File: src/hw/cnn_geom_pkg.sv
package cnn_geom_pkg;

    // ========================================================================
    // image and kernel geometry
    // ========================================================================
    localparam int IMG_W  = 8;
    localparam int IMG_H  = 8;
    localparam int KER    = 3;
    localparam int OUT_W  = IMG_W - KER + 1;
    localparam int OUT_H  = IMG_H - KER + 1;
    localparam int NUM_CO = 2;

    // datapath widths, weights and biases are signed
    localparam int PIX_BW   = 8;
    localparam int W_BW     = 8;
    localparam int B_BW     = 16;
    // nine 8x8 products plus bias stay well below 2^19
    localparam int ACC_BW   = 20;
    localparam int COORD_BW = 3;

    // ========================================================================
    // buffering and frame store
    // ========================================================================
    localparam int PIX_FIFO_DEPTH = 4;
    localparam int RES_FIFO_DEPTH = 4;
    localparam int CRED_BW        = 3;
    localparam int IMG_AW         = 6;

endpackage

File: src/hw/cnn_types_pkg.sv
package cnn_types_pkg;

    import cnn_geom_pkg::*;

    // one streamed pixel
    // last marks the final pixel of a frame
    typedef struct packed {
        logic              last;
        logic [PIX_BW-1:0] value;
    } pixel_t;

    // w[co][ky][kx]
    // ky runs top row to bottom row, kx left column to right column
    typedef struct packed {
        logic [NUM_CO-1:0][KER-1:0][KER-1:0][W_BW-1:0] w;
    } kernel_t;

    // one signed bias per output channel
    typedef struct packed {
        logic [NUM_CO-1:0][B_BW-1:0] b;
    } bias_t;

    // post-ReLU channel values, output coordinates and frame end
    typedef struct packed {
        logic [NUM_CO-1:0][ACC_BW-1:0] ch;
        logic [COORD_BW-1:0]           x;
        logic [COORD_BW-1:0]           y;
        logic                          last;
    } result_t;

    // 9 + 144 + 32 + 47 bits
    // the FIFO and top rely on these packed widths

endpackage

File: src/hw/fmap_feeder.sv
`timescale 1ns/1ps

module fmap_feeder (
    input  logic                            clk,
    input  logic                            reset_n,
    input  logic                            i_img_we,
    input  logic [cnn_geom_pkg::IMG_AW-1:0] i_img_addr,
    input  logic [cnn_geom_pkg::PIX_BW-1:0] i_img_data,
    input  logic                            i_start,
    input  logic                            i_credit,
    output logic                            o_push,
    output cnn_types_pkg::pixel_t           o_pixel,
    output logic                            o_busy
);

    import cnn_geom_pkg::*;

    localparam int NUM_PIX = IMG_W * IMG_H;

    logic [PIX_BW-1:0]  frame_mem [NUM_PIX];
    logic [IMG_AW-1:0]  rd_addr;
    logic [CRED_BW-1:0] credit_cnt;
    logic               busy;
    logic               last_pix;

    // frame store write port
    always_ff @(posedge clk) begin
        if (i_img_we) begin
            frame_mem[i_img_addr] <= i_img_data;
        end
    end

    assign last_pix      = (rd_addr == IMG_AW'(NUM_PIX - 1));
    assign o_push        = busy && (credit_cnt != '0);
    assign o_pixel.value = frame_mem[rd_addr];
    assign o_pixel.last  = last_pix;
    assign o_busy        = busy;

    // ========================================================================
    // raster read sequencing
    // ========================================================================
    // start is only accepted while idle
    always_ff @(posedge clk or negedge reset_n) begin
        if (!reset_n) begin
            busy    <= 1'b0;
            rd_addr <= '0;
        end else if (!busy) begin
            if (i_start) begin
                busy    <= 1'b1;
                rd_addr <= '0;
            end
        end else if (o_push) begin
            rd_addr <= rd_addr + 1'b1;
            if (last_pix) begin
                busy <= 1'b0;
            end
        end
    end

    // credits for the pixel FIFO
    // push spends one, return pulse gives one back
    always_ff @(posedge clk or negedge reset_n) begin
        if (!reset_n) begin
            credit_cnt <= CRED_BW'(PIX_FIFO_DEPTH);
        end else begin
            credit_cnt <= credit_cnt - CRED_BW'(o_push) + CRED_BW'(i_credit);
        end
    end

endmodule

File: src/hw/credit_fifo.sv
`timescale 1ns/1ps

module credit_fifo #(
    parameter type payload_t = cnn_types_pkg::pixel_t,
    parameter int  DEPTH     = cnn_geom_pkg::PIX_FIFO_DEPTH
) (
    input  logic     clk,
    input  logic     reset_n,
    input  logic     i_push,
    input  payload_t i_data,
    input  logic     i_pop,
    output payload_t o_data,
    output logic     o_not_empty,
    output logic     o_credit
);

    localparam int PTR_BW = (DEPTH > 1) ? $clog2(DEPTH) : 1;
    localparam int CNT_BW = $clog2(DEPTH + 1);

    payload_t          mem [DEPTH];
    logic [PTR_BW-1:0] wr_ptr;
    logic [PTR_BW-1:0] rd_ptr;
    logic [CNT_BW-1:0] count;
    logic              pop_ok;

    // wrap at DEPTH so non power of two depths also work
    function automatic logic [PTR_BW-1:0] next_ptr(input logic [PTR_BW-1:0] ptr);
        return (ptr == PTR_BW'(DEPTH - 1)) ? '0 : ptr + 1'b1;
    endfunction

    // show-ahead read side
    assign o_not_empty = (count != '0);
    assign o_data      = mem[rd_ptr];
    assign pop_ok      = i_pop && o_not_empty;

    // a freed slot goes straight back to the sender
    assign o_credit = pop_ok;

    always_ff @(posedge clk) begin
        if (i_push) begin
            mem[wr_ptr] <= i_data;
        end
    end

    // ========================================================================
    // pointers and occupancy
    // ========================================================================
    always_ff @(posedge clk or negedge reset_n) begin
        if (!reset_n) begin
            wr_ptr <= '0;
            rd_ptr <= '0;
            count  <= '0;
        end else begin
            if (i_push) begin
                wr_ptr <= next_ptr(wr_ptr);
            end
            if (pop_ok) begin
                rd_ptr <= next_ptr(rd_ptr);
            end
            case ({i_push, pop_ok})
                2'b10:   count <= count + 1'b1;
                2'b01:   count <= count - 1'b1;
                default: count <= count;
            endcase
        end
    end

endmodule

File: src/hw/conv_core.sv
`timescale 1ns/1ps

module conv_core (
    input  logic                    clk,
    input  logic                    reset_n,
    input  cnn_types_pkg::pixel_t   i_pix,
    input  logic                    i_pix_avail,
    input  cnn_types_pkg::kernel_t  i_weight,
    input  cnn_types_pkg::bias_t    i_bias,
    input  logic                    i_credit,
    output logic                    o_pix_pop,
    output logic                    o_push,
    output cnn_types_pkg::result_t  o_result
);

    import cnn_geom_pkg::*;
    import cnn_types_pkg::*;

    localparam int COL_BW = $clog2(IMG_W);
    localparam int ROW_BW = $clog2(IMG_H);
    localparam int LB_N   = KER - 1;

    // line_buf[0] holds row-2, line_buf[1] holds row-1
    logic [PIX_BW-1:0]        line_buf [LB_N][IMG_W];
    // left two window columns, the third is the incoming column
    logic [PIX_BW-1:0]        win [KER][LB_N];
    logic [PIX_BW-1:0]        col_in [KER];
    logic [PIX_BW-1:0]        cur [KER][KER];
    logic [COL_BW-1:0]        col;
    logic [ROW_BW-1:0]        row;
    logic [CRED_BW-1:0]       credit_cnt;
    logic [CRED_BW-1:0]       credit_free;
    logic                     pop;
    logic                     win_done;
    logic signed [ACC_BW-1:0] sum [NUM_CO];
    result_t                  res_d;

    // ========================================================================
    // flow control
    // ========================================================================
    // a push already in flight holds one credit
    assign credit_free = credit_cnt - CRED_BW'(o_push);
    assign pop         = i_pix_avail && (credit_free != '0);
    assign o_pix_pop   = pop;

    always_ff @(posedge clk or negedge reset_n) begin
        if (!reset_n) begin
            credit_cnt <= CRED_BW'(RES_FIFO_DEPTH);
        end else begin
            credit_cnt <= credit_cnt - CRED_BW'(o_push) + CRED_BW'(i_credit);
        end
    end

    // input position of the pixel at the FIFO head
    always_ff @(posedge clk or negedge reset_n) begin
        if (!reset_n) begin
            col <= '0;
            row <= '0;
        end else if (pop) begin
            if (i_pix.last) begin
                col <= '0;
                row <= '0;
            end else if (col == COL_BW'(IMG_W - 1)) begin
                col <= '0;
                row <= (row == ROW_BW'(IMG_H - 1)) ? '0 : row + 1'b1;
            end else begin
                col <= col + 1'b1;
            end
        end
    end

    // ========================================================================
    // line buffers and window
    // ========================================================================
    always_comb begin
        for (int k = 0; k < LB_N; k++) begin
            col_in[k] = line_buf[k][col];
        end
        col_in[KER-1] = i_pix.value;
    end

    always_comb begin
        for (int r = 0; r < KER; r++) begin
            for (int c = 0; c < LB_N; c++) begin
                cur[r][c] = win[r][c];
            end
            cur[r][KER-1] = col_in[r];
        end
    end

    // shift the column up the line buffers and the window left
    always_ff @(posedge clk) begin
        if (pop) begin
            for (int k = 0; k < LB_N; k++) begin
                line_buf[k][col] <= col_in[k+1];
            end
            for (int r = 0; r < KER; r++) begin
                for (int c = 0; c < LB_N; c++) begin
                    win[r][c] <= cur[r][c+1];
                end
            end
        end
    end

    assign win_done = (col >= COL_BW'(LB_N)) && (row >= ROW_BW'(LB_N));

    // ========================================================================
    // multiply-accumulate, bias and ReLU
    // ========================================================================
    // pixels are unsigned, zero extend before the signed multiply
    always_comb begin
        for (int co = 0; co < NUM_CO; co++) begin
            sum[co] = $signed(i_bias.b[co]);
            for (int ky = 0; ky < KER; ky++) begin
                for (int kx = 0; kx < KER; kx++) begin
                    sum[co] = sum[co] + $signed({1'b0, cur[ky][kx]}) *
                              $signed(i_weight.w[co][ky][kx]);
                end
            end
        end
    end

    always_comb begin
        for (int co = 0; co < NUM_CO; co++) begin
            res_d.ch[co] = sum[co][ACC_BW-1] ? '0 : sum[co];
        end
        res_d.x    = COORD_BW'(col - COL_BW'(LB_N));
        res_d.y    = COORD_BW'(row - ROW_BW'(LB_N));
        // bottom right input pixel closes output OUT_W-1, OUT_H-1
        res_d.last = (col == COL_BW'(IMG_W - 1)) && (row == ROW_BW'(IMG_H - 1));
    end

    // result leaves one cycle after its completing pixel
    always_ff @(posedge clk or negedge reset_n) begin
        if (!reset_n) begin
            o_push <= 1'b0;
        end else begin
            o_push <= pop && win_done;
        end
    end

    always_ff @(posedge clk) begin
        if (pop && win_done) begin
            o_result <= res_d;
        end
    end

endmodule

File: src/hw/cnn_top.sv
`timescale 1ns/1ps

module cnn_top (
    input  logic                            clk,
    input  logic                            reset_n,
    input  logic                            i_img_we,
    input  logic [cnn_geom_pkg::IMG_AW-1:0] i_img_addr,
    input  logic [cnn_geom_pkg::PIX_BW-1:0] i_img_data,
    input  logic                            i_start,
    input  cnn_types_pkg::kernel_t          i_weight,
    input  cnn_types_pkg::bias_t            i_bias,
    input  logic                            i_out_ready,
    output logic                            o_busy,
    output logic                            o_out_valid,
    output cnn_types_pkg::result_t          o_out
);

    import cnn_geom_pkg::*;
    import cnn_types_pkg::*;

    // feeder to pixel FIFO
    logic    pix_push;
    pixel_t  pix_in;
    logic    pix_credit;

    // pixel FIFO to core
    pixel_t  pix_head;
    logic    pix_avail;
    logic    pix_pop;

    // core to result FIFO
    logic    res_push;
    result_t res_in;
    logic    res_credit;

    // ========================================================================
    // producer, pixel FIFO, core, result FIFO
    // ========================================================================
    fmap_feeder u_feeder (
        .clk       (clk),
        .reset_n   (reset_n),
        .i_img_we  (i_img_we),
        .i_img_addr(i_img_addr),
        .i_img_data(i_img_data),
        .i_start   (i_start),
        .i_credit  (pix_credit),
        .o_push    (pix_push),
        .o_pixel   (pix_in),
        .o_busy    (o_busy)
    );

    credit_fifo #(
        .payload_t(pixel_t),
        .DEPTH    (PIX_FIFO_DEPTH)
    ) u_pix_fifo (
        .clk        (clk),
        .reset_n    (reset_n),
        .i_push     (pix_push),
        .i_data     (pix_in),
        .i_pop      (pix_pop),
        .o_data     (pix_head),
        .o_not_empty(pix_avail),
        .o_credit   (pix_credit)
    );

    conv_core u_core (
        .clk        (clk),
        .reset_n    (reset_n),
        .i_pix      (pix_head),
        .i_pix_avail(pix_avail),
        .i_weight   (i_weight),
        .i_bias     (i_bias),
        .i_credit   (res_credit),
        .o_pix_pop  (pix_pop),
        .o_push     (res_push),
        .o_result   (res_in)
    );

    // popped by the environment whenever ready and not empty
    credit_fifo #(
        .payload_t(result_t),
        .DEPTH    (RES_FIFO_DEPTH)
    ) u_res_fifo (
        .clk        (clk),
        .reset_n    (reset_n),
        .i_push     (res_push),
        .i_data     (res_in),
        .i_pop      (i_out_ready),
        .o_data     (o_out),
        .o_not_empty(o_out_valid),
        .o_credit   (res_credit)
    );

endmodule

File: config.mk
export PLATFORM = sky130hd
export DESIGN_NAME = cnn_top
export DESIGN_NICKNAME = d
export VERILOG_FILES = /design/src/hw/cnn_geom_pkg.sv /design/src/hw/cnn_types_pkg.sv /design/src/hw/fmap_feeder.sv /design/src/hw/credit_fifo.sv /design/src/hw/conv_core.sv /design/src/hw/cnn_top.sv
export SDC_FILE = /design/constraint.sdc
export NUM_CORES = 2
export LEC_CHECK = 0
export BUFFER_PORTS_ARGS = -buffer_cell sky130_fd_sc_hd__buf_2
export CAP_MARGIN = 40
export CELL_PAD_IN_SITES_DETAIL_PLACEMENT = 0
export CELL_PAD_IN_SITES_GLOBAL_PLACEMENT = 2
export CORE_ASPECT_RATIO = 1.1
export CORE_MARGIN = 8
export CORE_UTILIZATION = 45
export DETAILED_ROUTE_END_ITERATION = 8
export GPL_TIMING_DRIVEN = 0
export PLACE_DENSITY_LB_ADDON = 0.08
export SLEW_MARGIN = 20
export SYNTH_ARGS = -nofsm -noshare
export SYNTH_HDL_FRONTEND = slang
export SYNTH_SLANG_ARGS = --single-unit
File: constraint.sdc
create_clock -name clk -period 11.2 [get_ports clk]
set_input_delay 2.24 -clock clk [delete_from_list [all_inputs] [get_ports clk]]
set_output_delay 2.24 -clock clk [all_outputs]
set_load 0.01 [all_outputs]
==> results.tsv <==
metric	value	unit
synth-seq-cells	983	
dp_slack	-633	ps
setup_ws	405	ps
syn-instance-count	7322	
die_area	0.204	sq mm
cp_max_fo	10	
cap_violations	0	
critPathCaptureType	register	
cts.htree.levels	3	
drt_iter0_drc	3563	
fin_crit	10790	ps
setup_viol	0	
synth_warnings	0	
post-route-util	49.9	%
clock_latency	760	ps
crit_arrival	11250	ps
syn_avg_cell_area	11.7	sq um
synth-edff-count	949	
die_w	431	um
critPathKind	in -> reg	
coreArea	0.188	sq mm
crit_top_cell	fa_1	
wirelength	238000	um
cts_tree	built	
gr-total-overflow	0	
dp_hpwl	191000	um
synthMuxAreaShare	5.59	%
clock_path_buffers	3	
clk_pin_slew_worst_paths	60	ps
fin_hold_ws	473	ps
worst-endpoint-required	11660	ps
hp-class	reg -> reg	
grt_pass1_vias	56900	
routed-via-count	53900	
initial_utilization	45.3	%
die_height	473	um
seq_area_frac_synth	34.4	%
io_buffers	232	
rsz0062_at_grt	no	
tightest_slew	881	ps
grt_antenna_before_repair	26	
ys_types	81	
clockRootBuffer	clkbuf_16	
drive_above_1_share	9.64	%
grt_usage	23.3	%
synth_compound_gate_area_share	4.79	%
slew_headroom	41.1	%
gp_congestion	0.878	
synth-simple-area-share	10.7	%
vias_per_cell	5.21	
worstSetupStartpointType	primary input	
synth_xor_area_share	2.60	%
io_pins	244	
fin_crit_sh	96.4	%
drc	0	
area_delta_synth_final	10.0	%
drt-wirelength-per-cell	23.0	um
max_freq	92.6	MHz
synth_area	0.0854	sq mm
hold_viol	0	
ys.flop_type	edfxtp_1	
synthArstFlopShare	3.46	%
grt_max_degree	65	
grt_pass1_wl	359000	um
fillers	17300	
setup_tns	0	ps
cpPeakStageDelay	520	ps
final_nets	9706	
slew_violations	0	
critPathSlowestCell	fa_1	
drt-pass1-iter-count	5	
fin_skew	84.2	ps
cts_sinks	983	
status	complete, no violations	
synth_top_family_by_area	adder cells	
num_rows	167	
ant_nets	0	
cts-buffers-inserted	103	
synthAdderAreaFrac	34.7	%
==> kinds of logic (layout without fill, tap and decap cells) <==
kind of cell / count (synthesis) / count (layout)
XOR/XNOR: 252 / 252
AND/OR/NAND/NOR: 1775 / 1775
AO/OA/AOI/OAI: 615 / 615
other: 1 / 18
buffers and inverters: 1626 / 2100
adder cells (fa/ha/maj): 1801 / 1801
flip-flops: 983 / 983
multiplexers: 269 / 269
==> final timing paths <==
path | from | end | slack, ps | depth (start not counted)
setup / recovery | i_weight[1] | u_core.o_result[25] | 410 | 35
hold / removal | u_res_fifo.count[2] | u_res_fifo.count[2] | 470 | 1
setup reg to reg | u_core.col[0] | u_core.o_result[40] | 430 | 37
hold reg to reg | u_res_fifo.count[2] | u_res_fifo.count[2] | 470 | 1
max in group asynchronous | reset_n | u_feeder.credit_cnt[2] | 9280 | 2
min in group asynchronous | reset_n | u_res_fifo.count[0] | 1410 | 1
==> layout make-up <==
cell class              instances  area [sq um]  share of cell area, %
flip-flops and latches        983         29400                   31.2
repair buffers                282          1700                   1.81
clock buffers                 116          2630                   2.79
clock inverters                76           886                  0.943
inverters                    1455          5470                   5.81
diodes                         16          40.0                 0.0426
plain buffers                 171           790                  0.840
multi-input cells            4714         50000                   53.2
well taps                    2535          3170                   3.37
==> sequential cells by signal, summed over array words and instances, names as in the netlist, 6 cells and up <==
| register | flops |
|---|---|
| u_core.win | 48 |
| u_feeder.rd_addr | 6 |
| u_core.o_result | 45 |
| u_feeder.frame_mem | 512 |
| u_pix_fifo.mem | 36 |
| u_res_fifo.mem | 180 |
| u_core.line_buf | 128 |
==> per-stage QoR <==
step | instances | cell area (sq um)
finish | 10300 | 94000
global route | 10300 | 94000
CTS | 10300 | 93700
detailed placement | 10100 | 90200
global placement | 10100 | 89700
floorplan | 7323 | 85400
==> metal layers <==
layer,track usage (%),up-vias,wire [um]
li1,-,24900,-
met1,32.5,27600,106000
met2,38.6,1162,113000
met3,2.87,259,11600
met4,6.52,6,7300
met5,0,-,34
==> worst max-delay path: cells and delay by family <==
| kind | cells | cell delay [ps] |
|---|---|---|
| AOI/OAI and AO/OA | 9 | 1750 |
| and+or+nand+nor | 4 | 500 |
| adders and majority gates | 12 | 5060 |
| buffers and inverters | 8 | 1070 |
| xor gates and xnor gates | 2 | 640 |
==> Yosys cell counts, types with 101 or more instances <==
cell type / number / area share (%)
clkbuf_1: 101 / 0.44
edfxtp_1: 949 / 33
xnor2_1: 157 / 1.6
nor2b_1: 197 / 1.4
mux2i_1: 101 / 1.2
fa_1: 946 / 22
mux4_2: 166 / 4.4
and2_1: 533 / 3.9
ha_1: 855 / 13
inv_1: 1454 / 6.4
nor2_1: 232 / 1.0
a21oi_1: 179 / 1.0
nand2_1: 525 / 2.3
==> placed cells by master, fill, tap and decap left out, types with 60 or more instances in the layout <==
| cell | n |
|---|---|
| nor2b_1 | 197 |
| mux2i_1 | 98 |
| clkbuf_1 | 102 |
| nand2_1 | 524 |
| edfxtp_1 | 949 |
| nand3_1 | 60 |
| fa_1 | 946 |
| o21ai_0 | 95 |
| nor2_1 | 232 |
| xor2_1 | 93 |
| nand2b_1 | 72 |
| mux4_2 | 166 |
| a21oi_1 | 179 |
| xnor2_1 | 156 |
| buf_2 | 265 |
| ha_1 | 855 |
| a21o_1 | 69 |
| clkbuf_16 | 103 |
| and2_1 | 529 |
| inv_1 | 1453 |
==> what timing repair did <==
action | in CTS | in global routing
endpoints found under the setup margin | 38 | 38
hold buffers | 0 | 0
resized for setup | 8 | 22
pin swaps | 0 | 1
gates cloned | 0 | 0
buffers inserted | 0 | 2
Power is left out: the tool's default activity adds up to more than one toggle a clock period on the data nets, which glitch-free logic cannot reach.
